File: src/rtl/alu_ctrl_pkg.sv
package alu_ctrl_pkg;

    // per-slice control word, top bit first
    typedef struct packed {
        logic       carry_in;      // carry into bit 0, also the shift-in bit for RSHFT
        logic       b_inv;         // invert the second operand before the cell logic
        logic       carry_disable; // masks the carry so the cell computes a pure logic function
        logic [1:0] mux_sel;       // 0 sum, 1 and, 2 or, 3 direct bit from the left neighbour
    } slice_ctrl_t;

    // each command is laid out so that its bits are the raw slice control
    typedef enum logic [4:0] {
        ADD   = 5'b00000,
        SUB   = 5'b11000, // a + ~b + 1, carry out set means no borrow
        XOR   = 5'b00100,
        XNOR  = 5'b01100, // also NOT when a is zero
        COMP  = 5'b01000, // a + ~b, carry out set means a > b for unequal operands
        AND   = 5'b00101,
        OR    = 5'b00110,
        RSHFT = 5'b00111  // b moves right by one, a is ignored
    } alu_cmd_e;

    // a command can be read back as the control word without any decoding
    typedef union packed {
        alu_cmd_e    cmd;
        slice_ctrl_t ctrl;
    } alu_ctrl_u;

endpackage

File: src/rtl/alu_data_pkg.sv
package alu_data_pkg;

    // operand width handled by one lookahead slice
    localparam int SLICE_BITS = 4;

    typedef logic [SLICE_BITS-1:0] nibble_t;

    // status flags returned with every result
    typedef struct packed {
        logic zero;     // result is all zeros
        logic negative; // top bit of the result
        logic carry;    // chain carry for arithmetic, shifted-out bit for RSHFT
        logic greater;  // a > b, meaningful for COMP on unequal operands only
    } alu_flags_t;

endpackage

File: src/rtl/bit_cell.sv
`timescale 1ns/10ps

module bit_cell (
    input  logic                      a,
    input  logic                      b,
    input  logic                      carry_in,
    input  logic                      direct_in, // bit handed over by the left neighbour
    input  alu_ctrl_pkg::slice_ctrl_t ctrl,
    output logic                      res,
    output logic                      gen,
    output logic                      prop,
    output logic                      b_eff
);

    logic carry_masked;
    logic mux_out;

    assign b_eff        = b ^ ctrl.b_inv;
    assign carry_masked = carry_in & ~ctrl.carry_disable;

    assign gen  = a & b_eff;
    assign prop = a | b_eff;

    // propagate-and-not-generate is the half sum, so mux_sel 0 yields xor of a and b_eff
    always_comb begin
        case (ctrl.mux_sel)
            2'b00:   mux_out = prop & ~gen;
            2'b01:   mux_out = gen;
            2'b10:   mux_out = prop;
            default: mux_out = direct_in;
        endcase
    end

    assign res = mux_out ^ carry_masked; // full sum when the carry is enabled

endmodule

File: src/rtl/alu_slice.sv
`timescale 1ns/10ps

module alu_slice (
    input  alu_data_pkg::nibble_t     a,
    input  alu_data_pkg::nibble_t     b,
    input  alu_ctrl_pkg::slice_ctrl_t ctrl,
    output alu_data_pkg::nibble_t     res,
    output logic                      carry_out
);

    localparam int N = alu_data_pkg::SLICE_BITS;

    alu_data_pkg::nibble_t gen;
    alu_data_pkg::nibble_t prop;
    logic [N:0]            carry;
    logic [N:0]            b_eff;  // top entry is the bit shifted in from above
    logic                  c_in;

    assign c_in     = ctrl.carry_in;
    assign carry[0] = c_in;
    assign b_eff[N] = c_in;

    for (genvar i = 0; i < N; i++) begin : g_cell
        bit_cell u_cell (
            .a         (a[i]),
            .b         (b[i]),
            .carry_in  (carry[i]),
            .direct_in (b_eff[i+1]),
            .ctrl      (ctrl),
            .res       (res[i]),
            .gen       (gen[i]),
            .prop      (prop[i]),
            .b_eff     (b_eff[i])
        );
    end

    // two-level lookahead, every carry is a sum of products of gen, prop and c_in
    assign carry[1] = gen[0] | (c_in & prop[0]);

    assign carry[2] = gen[1]
                    | (gen[0] & prop[1])
                    | (c_in & prop[0] & prop[1]);

    assign carry[3] = gen[2]
                    | (gen[1] & prop[2])
                    | (gen[0] & prop[1] & prop[2])
                    | (c_in & prop[0] & prop[1] & prop[2]);

    assign carry[4] = gen[3]
                    | (gen[2] & prop[3])
                    | (gen[1] & prop[2] & prop[3])
                    | (gen[0] & prop[1] & prop[2] & prop[3])
                    | (c_in & prop[0] & prop[1] & prop[2] & prop[3]);

    assign carry_out = carry[N];

endmodule

File: src/rtl/alu_chain.sv
`timescale 1ns/10ps

module alu_chain #(
    parameter int SLICES = 2
) (
    input  alu_ctrl_pkg::alu_cmd_e                        cmd,
    input  logic [SLICES*alu_data_pkg::SLICE_BITS-1:0]    a,
    input  logic [SLICES*alu_data_pkg::SLICE_BITS-1:0]    b,
    input  logic                                          shift_in,
    output logic [SLICES*alu_data_pkg::SLICE_BITS-1:0]    result,
    output logic                                          carry,
    output logic                                          shift_out
);

    localparam int SB = alu_data_pkg::SLICE_BITS;

    alu_ctrl_pkg::alu_ctrl_u cmd_ctrl;
    logic [SLICES:0]         slice_carry; // entry k is the carry into slice k
    logic                    is_arith;
    logic                    is_shift;

    assign cmd_ctrl.cmd = cmd;

    assign is_arith = (cmd == alu_ctrl_pkg::ADD) || (cmd == alu_ctrl_pkg::SUB) ||
                      (cmd == alu_ctrl_pkg::COMP);
    assign is_shift = (cmd == alu_ctrl_pkg::RSHFT);

    assign slice_carry[0] = cmd_ctrl.ctrl.carry_in; // command's own carry feeds the bottom

    for (genvar k = 0; k < SLICES; k++) begin : g_slice
        alu_ctrl_pkg::slice_ctrl_t slice_ctrl;
        logic                      shift_bit;

        if (k == SLICES - 1) begin : g_top
            assign shift_bit = shift_in;
        end else begin : g_low
            assign shift_bit = b[(k+1)*SB]; // lowest b bit of the slice above
        end

        // only carry_in differs between slices
        always_comb begin
            slice_ctrl = cmd_ctrl.ctrl;
            if (is_arith) begin
                slice_ctrl.carry_in = slice_carry[k];
            end else if (is_shift) begin
                slice_ctrl.carry_in = shift_bit;
            end
        end

        alu_slice u_slice (
            .a         (a[k*SB +: SB]),
            .b         (b[k*SB +: SB]),
            .ctrl      (slice_ctrl),
            .res       (result[k*SB +: SB]),
            .carry_out (slice_carry[k+1])
        );
    end

    assign carry     = slice_carry[SLICES];
    assign shift_out = b[0]; // the bit that drops off the bottom on RSHFT

endmodule

File: src/rtl/alu_flags.sv
`timescale 1ns/10ps

module alu_flags #(
    parameter int SLICES = 2
) (
    input  alu_ctrl_pkg::alu_cmd_e                     cmd,
    input  logic [SLICES*alu_data_pkg::SLICE_BITS-1:0] result,
    input  logic                                       carry,
    output alu_data_pkg::alu_flags_t                   flags,
    input  logic                                       shift_out
);

    localparam int WIDTH = SLICES * alu_data_pkg::SLICE_BITS;

    typedef logic [WIDTH-1:0] word_t;

    always_comb begin
        flags          = '0;
        flags.zero     = (result == word_t'(0));
        flags.negative = result[WIDTH-1];
        case (cmd)
            alu_ctrl_pkg::ADD,
            alu_ctrl_pkg::SUB:   flags.carry = carry; // on SUB a set carry means no borrow
            alu_ctrl_pkg::COMP: begin
                flags.carry   = carry;
                flags.greater = carry;
            end
            alu_ctrl_pkg::RSHFT: flags.carry = shift_out;
            default:             flags.carry = 1'b0; // logic commands never report a carry
        endcase
    end

endmodule

File: src/rtl/alu_unit.sv
`timescale 1ns/10ps

module alu_unit #(
    parameter int SLICES = 2
) (
    input  logic                                       clk,
    input  logic                                       rst,
    input  logic                                       in_valid,
    input  alu_ctrl_pkg::alu_cmd_e                     cmd,
    input  logic [SLICES*alu_data_pkg::SLICE_BITS-1:0] a,
    input  logic [SLICES*alu_data_pkg::SLICE_BITS-1:0] b,
    input  logic                                       shift_in,
    output logic                                       out_valid,
    output logic [SLICES*alu_data_pkg::SLICE_BITS-1:0] result,
    output alu_data_pkg::alu_flags_t                   flags
);

    localparam int WIDTH = SLICES * alu_data_pkg::SLICE_BITS;

    typedef logic [WIDTH-1:0] word_t;

    // result and flags are captured together
    typedef struct packed {
        word_t                    result;
        alu_data_pkg::alu_flags_t flags;
    } alu_out_t;

    word_t    chain_result;
    logic     chain_carry;
    logic     chain_shift_out;
    alu_out_t next_out;
    alu_out_t out_q;

    alu_chain #(.SLICES(SLICES)) u_chain (
        .cmd       (cmd),
        .a         (a),
        .b         (b),
        .shift_in  (shift_in),
        .result    (chain_result),
        .carry     (chain_carry),
        .shift_out (chain_shift_out)
    );

    alu_flags #(.SLICES(SLICES)) u_flags (
        .cmd       (cmd),
        .result    (chain_result),
        .carry     (chain_carry),
        .flags     (next_out.flags),
        .shift_out (chain_shift_out)
    );

    assign next_out.result = chain_result;

    always_ff @(posedge clk) begin
        if (rst) begin
            out_valid <= 1'b0;
            out_q     <= '0;
        end else begin
            out_valid <= in_valid; // one-cycle strobe per accepted request
            if (in_valid) begin
                out_q <= next_out; // no back-pressure, a new request simply overwrites
            end
        end
    end

    assign result = out_q.result;
    assign flags  = out_q.flags;

endmodule

File: config.mk
export PLATFORM = sky130hd
export DESIGN_NAME = alu_unit
export DESIGN_NICKNAME = d
export VERILOG_FILES = /design/src/rtl/alu_ctrl_pkg.sv /design/src/rtl/alu_data_pkg.sv /design/src/rtl/bit_cell.sv /design/src/rtl/alu_slice.sv /design/src/rtl/alu_chain.sv /design/src/rtl/alu_flags.sv /design/src/rtl/alu_unit.sv
export SDC_FILE = /design/constraint.sdc
export NUM_CORES = 1
export LEC_CHECK = 0
export ABC_CLOCK_PERIOD_IN_PS = 3200
export BUFFER_PORTS_ARGS = -buffer_cell sky130_fd_sc_hd__buf_2
export CORE_MARGIN = 2
export CORE_UTILIZATION = 45
export CTS_BUF_LIST = sky130_fd_sc_hd__clkbuf_8 sky130_fd_sc_hd__clkbuf_16
export CTS_CLUSTER_DIAMETER = 200
export DETAILED_ROUTE_END_ITERATION = 12
export PLACE_DENSITY = 0.81
export SYNTH_ARGS = -nofsm -noshare
export SYNTH_HDL_FRONTEND = slang
export SYNTH_SLANG_ARGS = --single-unit
File: constraint.sdc
create_clock -name clk -period 3.2 [get_ports clk]
set_input_delay 0.8 -clock clk [delete_from_list [all_inputs] [get_ports clk]]
set_output_delay 0.8 -clock clk [all_outputs]
set_load 0.1 [all_outputs]
# --- Word-level counts from Yosys, hierarchy flattened ---
# Cells that the tools add are included.
totals:
  out_inout_bits: 13
  reg_bits: 13
op_classes:
  reduce_logical: 6
  eq_ne: 5
  bitwise: 97
  n_mux: 14
ops:
  columns: ["operator", "count"]
  rows:
  - ["$and 1x1->1", 44]
  - ["$or 1x1->1", 28]
  - ["$pmux 1 s3", 8]
  - ["$xor 1x1->1", 16]
  - ["$not 1->1", 9]
  - ["$logic_not 8->1", 1]
  - ["$eq 5x3->1 const B", 1]
  - ["$eq 5x4->1 const B", 1]
  - ["$eq 5x5->1 const B", 1]
  - ["$logic_not 5->1", 1]
  - ["$mux 1", 5]
  - ["$reduce_or 3->1", 1]
  - ["$eq 2x1->1 const B", 1]
  - ["$eq 2x2->1 const B", 1]
  - ["$logic_not 2->1", 1]
  - ["$logic_or 1x1->1", 2]
  - ["$pmux 1 s2", 1]

# --- Logic depth before layout (Yosys ltp) ---
# Gate-level depths: netlist of the first run.
logic_depth:
  ltp_word: 17
  depth_mapped: 11
  depth_no_buf: 10

# --- Cells and area by module ---
# From an unflattened synthesis of the first run, not the netlist that was laid out.
unflattened:
  hier_cells: 142
  area_unflattened_um2: 1342.5
modules_own_cells:
  columns: ["module", "seq_area_each_um2", "area_per_inst_um2", "cells_each", "n_inst"]
  rows:
  - ["bit_cell", 0.0, 82.6, 9, 8]
  - ["alu_unit", 260.2, 467.9, 41, 1]
  - ["alu_flags", 0.0, 78.8, 10, 1]
  - ["alu_slice", 0.0, 38.8, 5, 2]
  - ["alu_chain", 0.0, 57.6, 9, 1]

# --- Worst setup path after synthesis of the first run ---
# Ideal clock, no wire load.
synth_timing:
  kind: "input -> register"
  start: "in cmd[3]"
  end: "reg out_q (netlist bit flags[1])"
  arrival_ps: 2807
  required_ps: 3109
  path_slack_ps: 302
  setup_time_ps: 91
  stages: 11
  path_cell_list: "buf_6 > xor2_1 > inv_1 > ha_1 > nor3b_1 > nor3_1 > a211o_1 > a311o_1 > a211oi_2 > o31ai_1 > a311oi_1"
synth_between:
  elab_chain_len: 16
  word_cells_on_any_way: 64
synth_rtl:
  columns: ["element", "line", "rtl"]
  rows:
  - ["start: declaration", "alu_unit.sv:9", "input alu_ctrl_pkg::alu_cmd_e cmd,"]
  - ["$eq 5x5->1 or $logic_not 5->1 (tied branches)", "alu_chain.sv:24, alu_flags.sv:21", null]
  - ["$logic_or 1x1->1 (2 in series)", "alu_chain.sv:24", "assign is_arith = (cmd == alu_ctrl_pkg::ADD) || (cmd == alu_ctrl_pkg::SUB) ||"]
  - ["$mux 1", "alu_chain.sv:43", "if (is_arith) begin"]
  - ["$and 1x1->1 (4 in series)", "alu_slice.sv:53", "| (c_in & prop[0] & prop[1] & prop[2] & prop[3]);"]
  - ["$or 1x1->1", "alu_slice.sv:53", null]
  - ["$mux 1", "alu_chain.sv:43", null]
  - ["$and 1x1->1 (4 in series)", "alu_slice.sv:53", null]
  - ["$or 1x1->1", "alu_slice.sv:53", null]
  - ["$pmux 1 s2 (*)", "alu_flags.sv:21", "case (cmd)"]
  - ["end signal: assignment", "alu_unit.sv:61", "out_q <= next_out;"]
  - ["end: declaration", "alu_unit.sv:32", "alu_out_t out_q;"]
# Mark *: on every way between the ends. The rest lies on a longest branch, timed or not.
# A chain may end at the register's enable or synchronous reset.

# --- Worst setup path in the final report of the first run ---
# Ends and elaborated chain as after synthesis.

==> results of run 1 <==
==> critical path, cell delays in order <==
cell	delay, ns
buf_2	0.12
xor2_1	0.22
inv_1	0.07
ha_1	0.22
nor3b_1	0.31
nor3_1	0.12
a211o_1	0.31
a311o_1	0.36
a211oi_2	0.23
o31ai_1	0.09
a311oi_1	0.24
==> stage by stage <==
| step | instances | utilization, % | cell area, um2 |
|---|---|---|---|
| global placement | 234 | 53.8 | 1600 |
| detailed placement | 234 | 53.8 | 1600 |
| finish | 238 | 55.6 | 1660 |
| global route | 238 | 55.6 | 1660 |
| floorplan | 168 | - | 1390 |
| CTS | 238 | 55.6 | 1660 |
==> area by class of cell <==
cell class	count	area (um2)	share of cell area, %
clock buffers	4	55.1	3.32
inverters	27	101	6.12
flip-flops and latches	12	240	14.5
well taps	33	41.3	2.49
multi-input cells	120	996	60.1
repair buffers	42	223	13.4
==> state kept, by name (all words and copies together), names as in the netlist <==
register and flops:
out_valid 1, result 8, flags 3
==> layout by cell type, fill, tap and decap left out <==
cell type and count:
dfxtp_1 12, a311o_1 1, nor2b_1 5, o31ai_1 3, o22ai_1 1, nand3_1 2
nor4_1 1, buf_4 5, nand2_1 3, a21oi_1 8, nand2b_1 2, xor2_1 10
nor3_1 5, or3_1 1, ha_1 16, a2111oi_0 1, mux4_2 6, and4b_1 2
a211oi_2 1, buf_2 37, and2_1 1, a31o_2 1, nor3b_1 2, mux2i_1 5
clkbuf_8 4, xnor2_1 7, nor4bb_1 1, o221ai_1 1, a211o_1 1, o21ai_0 7
inv_1 27, a311oi_1 2, a41oi_1 2, a221oi_1 1, a211oi_1 5, nor2_1 15
and3b_1 1
==> logic make-up after synthesis <==
kind of cell	Yosys count	synth area share (%)
simple gates	41	15.8
buf+inv	36	10.7
compound gates	35	17.5
xor+xnor	17	10.7
fa+ha+maj	16	14.5
flops	12	17.3
mux	11	13.4
==> power groups by stage <==
stage / combinational [W] / sequential [W] / clock, W
after detailed placement: 0.000332 / 0.000171 / 0
after global placement: 0.000327 / 0.000171 / 0
after floorplan: 0.000173 / 0.000264 / 0
final: 0.000334 / 0.000168 / 0.000166
after CTS: 0.000334 / 0.000168 / 0.000168
after global routing: 0.000361 / 0.000170 / 0.000174
==> worst max-delay path by stage <==
| stage | slack, ns | end | cells after the start | startpoint |
|---|---|---|---|---|
| after global placement | 0.14 | flags[3]$_SDFFE_PP0P_ | 11 | cmd[3] |
| after global routing | 0.07 | flags[3]$_SDFFE_PP0P_ | 12 | cmd[3] |
| final | 0.26 | flags[1]$_SDFFE_PP0P_ | 11 | cmd[3] |
| after floorplan | 0.30 | flags[1]$_SDFFE_PP0P_ | 11 | cmd[3] |
| after CTS | 0.30 | flags[1]$_SDFFE_PP0P_ | 11 | cmd[3] |
| after detailed placement | 0.06 | flags[1]$_SDFFE_PP0P_ | 11 | cmd[3] |
==> metal layers <==
metal  part of all wire [%]  GRT usage, %  up-vias
met3                    5.2          2.40        5
met5                      0             0        -
met4                    1.6          8.44        0
met1                     47          24.2      569
li1                       -             -      658
met2                     46          32.8       43
==> impl_metrics.py, run 1 <==
metrics = {
    "drt": {
        "via_per_inst": 5.36,
        "wirelength_mm": 3.05,
        "drc": 0,
        "route.detailed.wl_per_inst_um": 12.8,
        "drtIter0Drc": 48,
        "drt_first_pass_iters": 4,
        "via_count": 1275,
        "route.antenna.remaining_nets": 0,
    },
    "worst_setup_path": {
        "startpoint_type": "input port",
        "worstPathRequired_ns": 3.36,
        "timing.reg2reg.worst_path_depth": 2,
        "r2r_start": "result[7]$_SDFFE_PP0P_",
        "r2r_end": "result[7]$_SDFFE_PP0P_",
        "worstPathArrival_ns": 3.09,
        "timing_worst_setup_path_type": "input port to flop",
        "setup.worst_path.end_class": "flop",
        "worstPathMaxFanout": 4,
        "rrSetupSlack_ns": 2.42,
    },
    "placement": {
        "port_buffers": 37,
        "place_worst_setup_slack_ns": 0.0565,
        "dp_hpwl_mm": 2.45,
        "placer_congestion_estimate": 0.858,
    },
    "run": {
        "max_capacitance_violation_count": 0,
    },
    "floorplan": {
        "design.portCount": 38,
        "initial_utilization_pct": 46.5,
        "dieHeight_um": 59.5,
        "placementRows": 20,
        "die-area_mm2": 0.00354,
        "die_width_um": 59.5,
        "fp.coreArea_mm2": 0.00298,
    },
    "clock_network": {
        "ctsHtreeMaxLevel": 1,
        "cts_buffer_count": 3,
        "cts-resized-gates": 0,
        "tritoncts_clock_tree": "built",
        "post-cts-setup-buffers": 0,
        "postCtsHoldBufs": 0,
        "clk_lat_worst_skew_ns": 0.24,
        "clockBufferDepth": 2,
        "cts_sinks": 12,
        "path_clk_slew_ns": 0.05,
        "clock_tree.root_cell": "clkbuf_8",
    },
    "timing": {
        "clock-skew-final_ns": 0,
        "setup_slack_ns": 0.264,
        "final.min_clock_period_ns": 2.94,
        "whs_ns": 0.479,
        "slew_viol_final": 0,
        "worstMarginPinSlew_ns": 0.492,
        "fin_crit_sh_pct": 91.8,
        "grt_setup_unrepaired": "false",
        "report.final.hold_viol_count": 0,
        "setup_viol": 0,
        "setup_tns_final_ns": 0,
        "slew_headroom_pct": 67.4,
        "timing.fmax_ghz": 0.341,
    },
    "final_layout": {
        "syn_to_final_growth_pct": 19.6,
        "antennaDiodeCount": 0,
        "layout-drive-gt1-share_pct": 26.3,
        "num-nets-final": 247,
        "final.fill_count": 284,
    },
    "yosys": {
        "top_ff_cell_synth": "dfxtp_1",
        "yosys-top-cells-area": "dfxtp_1, ha_1, mux4_2",
        "netlist-cell-type-count": 39,
        "postSynthCellCount": 168,
        "async_reset_ff_share_pct": 0,
        "post_synthesis_instance_area_mm2": 0.00139,
        "yosysMostFrequentCell": "inv_1",
        "mappedNetlistNets": 209,
        "synth_top_cells_by_count": "inv_1, ha_1, nor2_1",
        "synthesis.area_per_instance_um2": 8.24,
        "synth.top_cell.area_share_pct": 17.3,
        "synth_edf_count": 0,
        "synth-warning-count": 0,
        "yosys.area.top_type": "dfxtp_1",
        "ys_ff_latch": 12,
        "synth-seq-area-share_pct": 17.3,
    },
    "pwr": {
        "power.leakage_nw": 0.822,
        "worst_supply_voltage_drop_on_vdd_v": 0.000129,
        "p_switching_w": 0.000286,
        "power.sequential.fraction_pct": 25.2,
        "p_comb_share_pct": 50.0,
        "internal_power_component_w": 0.000382,
        "finalPower_w": 0.000668,
        "power_switching_share_pct": 42.8,
        "clock_power_share_pct": 24.9,
        "power_density_mw_per_mm2": 403,
    },
    "run_status": {
        "outcome": "complete, no violations",
    },
    "min_path": {
        "timing.hold.worst_endpoint": "result[5]$_SDFFE_PP0P_",
        "min_delay_path_depth": 2,
        "timing.hold.worst.class": "flop to flop",
        "hold_path_startpoint": "result[5]$_SDFFE_PP0P_",
    },
    "global_route": {
        "first_global_vias": 1219,
        "grt_pass1_wl_mm": 5.26,
        "global_route.usage.total_pct": 19.3,
        "grt_antenna_before_repair": 0,
        "pin_count_of_the_biggest_net_entering_global_routing": 22,
        "globalRoute.totalOverflow": 0,
    },
}
Power figures use the tool's default switching activity.
==> run 2, diff against run 1 <==
- CTS_BUF_LIST: sky130_fd_sc_hd__clkbuf_8 sky130_fd_sc_hd__clkbuf_16 -> sky130_fd_sc_hd__clkbuf_2 sky130_fd_sc_hd__clkbuf_4 sky130_fd_sc_hd__clkbuf_8
- CTS_CLUSTER_SIZE: default -> 8
==> run 2 against run 1 <==
- non-clock buffer count unchanged
- global-route usage shrank 0.81 points
- routed wire length decreased by 3.0%
- sequential power barely moved
- combinational power hardly changed
- power decreased by 6.8%
- register-to-register slack improved by 0.04 ns
- largest power group unchanged
- cell area decreased by 1.1%
- setup slack improved by 0.074 ns
- clock skew stayed put
- sequential share of layout area increased by 0.17 points
- critical path type unchanged
==> impl_metrics.py, run 2 (same netlist as run 1, synthesis figures left out) <==
metrics = {
    "global_route": {
        "pin_count_of_the_biggest_net_entering_global_routing": 22,
        "first_global_vias": 1199,
        "grt_pass1_wl_mm": 5.11,
        "grt_antenna_before_repair": 0,
        "globalRoute.totalOverflow": 0,
        "global_route.usage.total_pct": 18.5,
    },
    "clock_network": {
        "post-cts-setup-buffers": 0,
        "clock_tree.root_cell": "clkbuf_4",
        "ctsHtreeMaxLevel": 1,
        "cts_buffer_count": 3,
        "path_clk_slew_ns": 0.07,
        "clockBufferDepth": 2,
        "clk_lat_worst_skew_ns": 0.28,
        "postCtsHoldBufs": 0,
        "tritoncts_clock_tree": "built",
        "cts-resized-gates": 0,
        "cts_sinks": 12,
    },
    "pwr": {
        "power.leakage_nw": 0.814,
        "power_density_mw_per_mm2": 380,
        "worst_supply_voltage_drop_on_vdd_v": 0.000108,
        "power.sequential.fraction_pct": 26.9,
        "internal_power_component_w": 0.000342,
        "p_switching_w": 0.000280,
        "clock_power_share_pct": 19.6,
        "power_switching_share_pct": 45.0,
        "p_comb_share_pct": 53.5,
    },
    "timing": {
        "timing.fmax_ghz": 0.349,
        "setup_tns_final_ns": 0,
        "setup_viol": 0,
        "grt_setup_unrepaired": "false",
        "slew_headroom_pct": 67.2,
        "slew_viol_final": 0,
        "worstMarginPinSlew_ns": 0.495,
        "final.min_clock_period_ns": 2.86,
        "clock-skew-final_ns": 0,
        "fin_crit_sh_pct": 89.4,
        "report.final.hold_viol_count": 0,
        "whs_ns": 0.472,
    },
    "worst_setup_path": {
        "worstPathMaxFanout": 4,
        "worstPathArrival_ns": 3.06,
        "timing_worst_setup_path_type": "input port to flop",
        "setup.worst_path.end_class": "flop",
        "worstPathRequired_ns": 3.39,
        "startpoint_type": "input port",
    },
    "placement": {
        "placer_congestion_estimate": 0.858,
        "dp_hpwl_mm": 2.45,
        "port_buffers": 37,
    },
    "drt": {
        "route.detailed.wl_per_inst_um": 12.4,
        "drt_first_pass_iters": 4,
        "wirelength_mm": 2.96,
        "drc": 0,
        "via_count": 1271,
        "via_per_inst": 5.34,
        "route.antenna.remaining_nets": 0,
        "drtIter0Drc": 61,
    },
    "final_layout": {
        "most_frequent_standard_cell_in_the_layout_excluding_fill_and_tap_cells": "buf_2",
        "largest_register_ffs": 8,
        "layout-drive-gt1-share_pct": 26.3,
        "final.fill_count": 292,
        "mostFrequentLayoutCells": "buf_2, inv_1, ha_1",
        "syn_to_final_growth_pct": 18.2,
        "antennaDiodeCount": 0,
        "num-nets-final": 247,
    },
    "floorplan": {
        "initial_utilization_pct": 46.5,
        "die-area_mm2": 0.00354,
        "die_width_um": 59.5,
        "fp.coreArea_mm2": 0.00298,
        "design.portCount": 38,
        "dieHeight_um": 59.5,
        "placementRows": 20,
    },
    "run_status": {
        "outcome": "complete, no violations",
    },
    "min_path": {
        "timing.hold.worst.class": "flop to flop",
    },
    "run": {
        "max_capacitance_violation_count": 0,
    },
}
==> run 2: cell count changes in the layout (fill, tap and decap cells not counted) <==
cell,before,now
clkbuf_4,0,3
clkbuf_8,4,1
==> run 2: path summary, 6_finish.rpt <==
| check | start | end | slack (ns) | cells past startpoint |
|---|---|---|---|---|
| worst min register to register | flags[0]$_SDFFE_PP0P_ | flags[0]$_SDFFE_PP0P_ | 0.47 | 2 |
| worst max-delay path | cmd[3] | flags[1]$_SDFFE_PP0P_ | 0.34 | 11 |
| worst min-delay path | flags[0]$_SDFFE_PP0P_ | flags[0]$_SDFFE_PP0P_ | 0.47 | 2 |
| worst max register to register | flags[3]$_SDFFE_PP0P_ | flags[3]$_SDFFE_PP0P_ | 2.46 | 2 |
==> run 2: metal layers <==
metal / part of all wire (%) / vias to the layer above / wire (um) / GRT usage (%)
met5: 0 / - / 0 / 0
met4: 1.4 / 0 / 40 / 7.47
met3: 4.7 / 5 / 138 / 1.75
met2: 45 / 40 / 1330 / 30.9
met1: 49 / 567 / 1450 / 24.2
li1: - / 659 / - / -
==> run 2: cell type report <==
class	count	area (um2)	share of cell area [%]
multi-input cells	120	996	60.8
flip-flops and latches	12	240	14.7
repair buffers	42	223	13.6
inverters	27	101	6.19
well taps	33	41.3	2.52
clock buffers	4	36.3	2.22
==> run 2: per-stage QoR <==
step	power (W)	util, %	cell area, um2	setup WS, ns	cells
final	0.000622	55.0	1640	0.338	238
after CTS	0.000626	55.0	1640	0.342	238
after global placement	0.000498	53.8	1600	0.139	234
after detailed placement	0.000503	53.8	1600	0.0565	234
after floorplan	0.000437	-	1390	0.302	168
after global routing	0.000660	55.0	1640	0.137	238
==> run 2: power groups by stage <==
| stage | logic [W] | clock network, W | registers [W] |
|---|---|---|---|
| 2_1_floorplan | 0.000173 | 0 | 0.000264 |
| 3_3_place_gp | 0.000327 | 0 | 0.000171 |
| 3_5_place_dp | 0.000332 | 0 | 0.000171 |
| 4_1_cts | 0.000333 | 0.000126 | 0.000168 |
| 5_1_grt | 0.000360 | 0.000130 | 0.000170 |
| 6_report | 0.000333 | 0.000122 | 0.000168 |
==> run 2: critical path: stages <==
cell and delay, ns:
buf_2 0.12, xor2_1 0.22, inv_1 0.07, ha_1 0.22
nor3b_1 0.29, nor3_1 0.11, a211o_1 0.31, a311o_1 0.36
a211oi_2 0.23, o31ai_1 0.09, a311oi_1 0.24
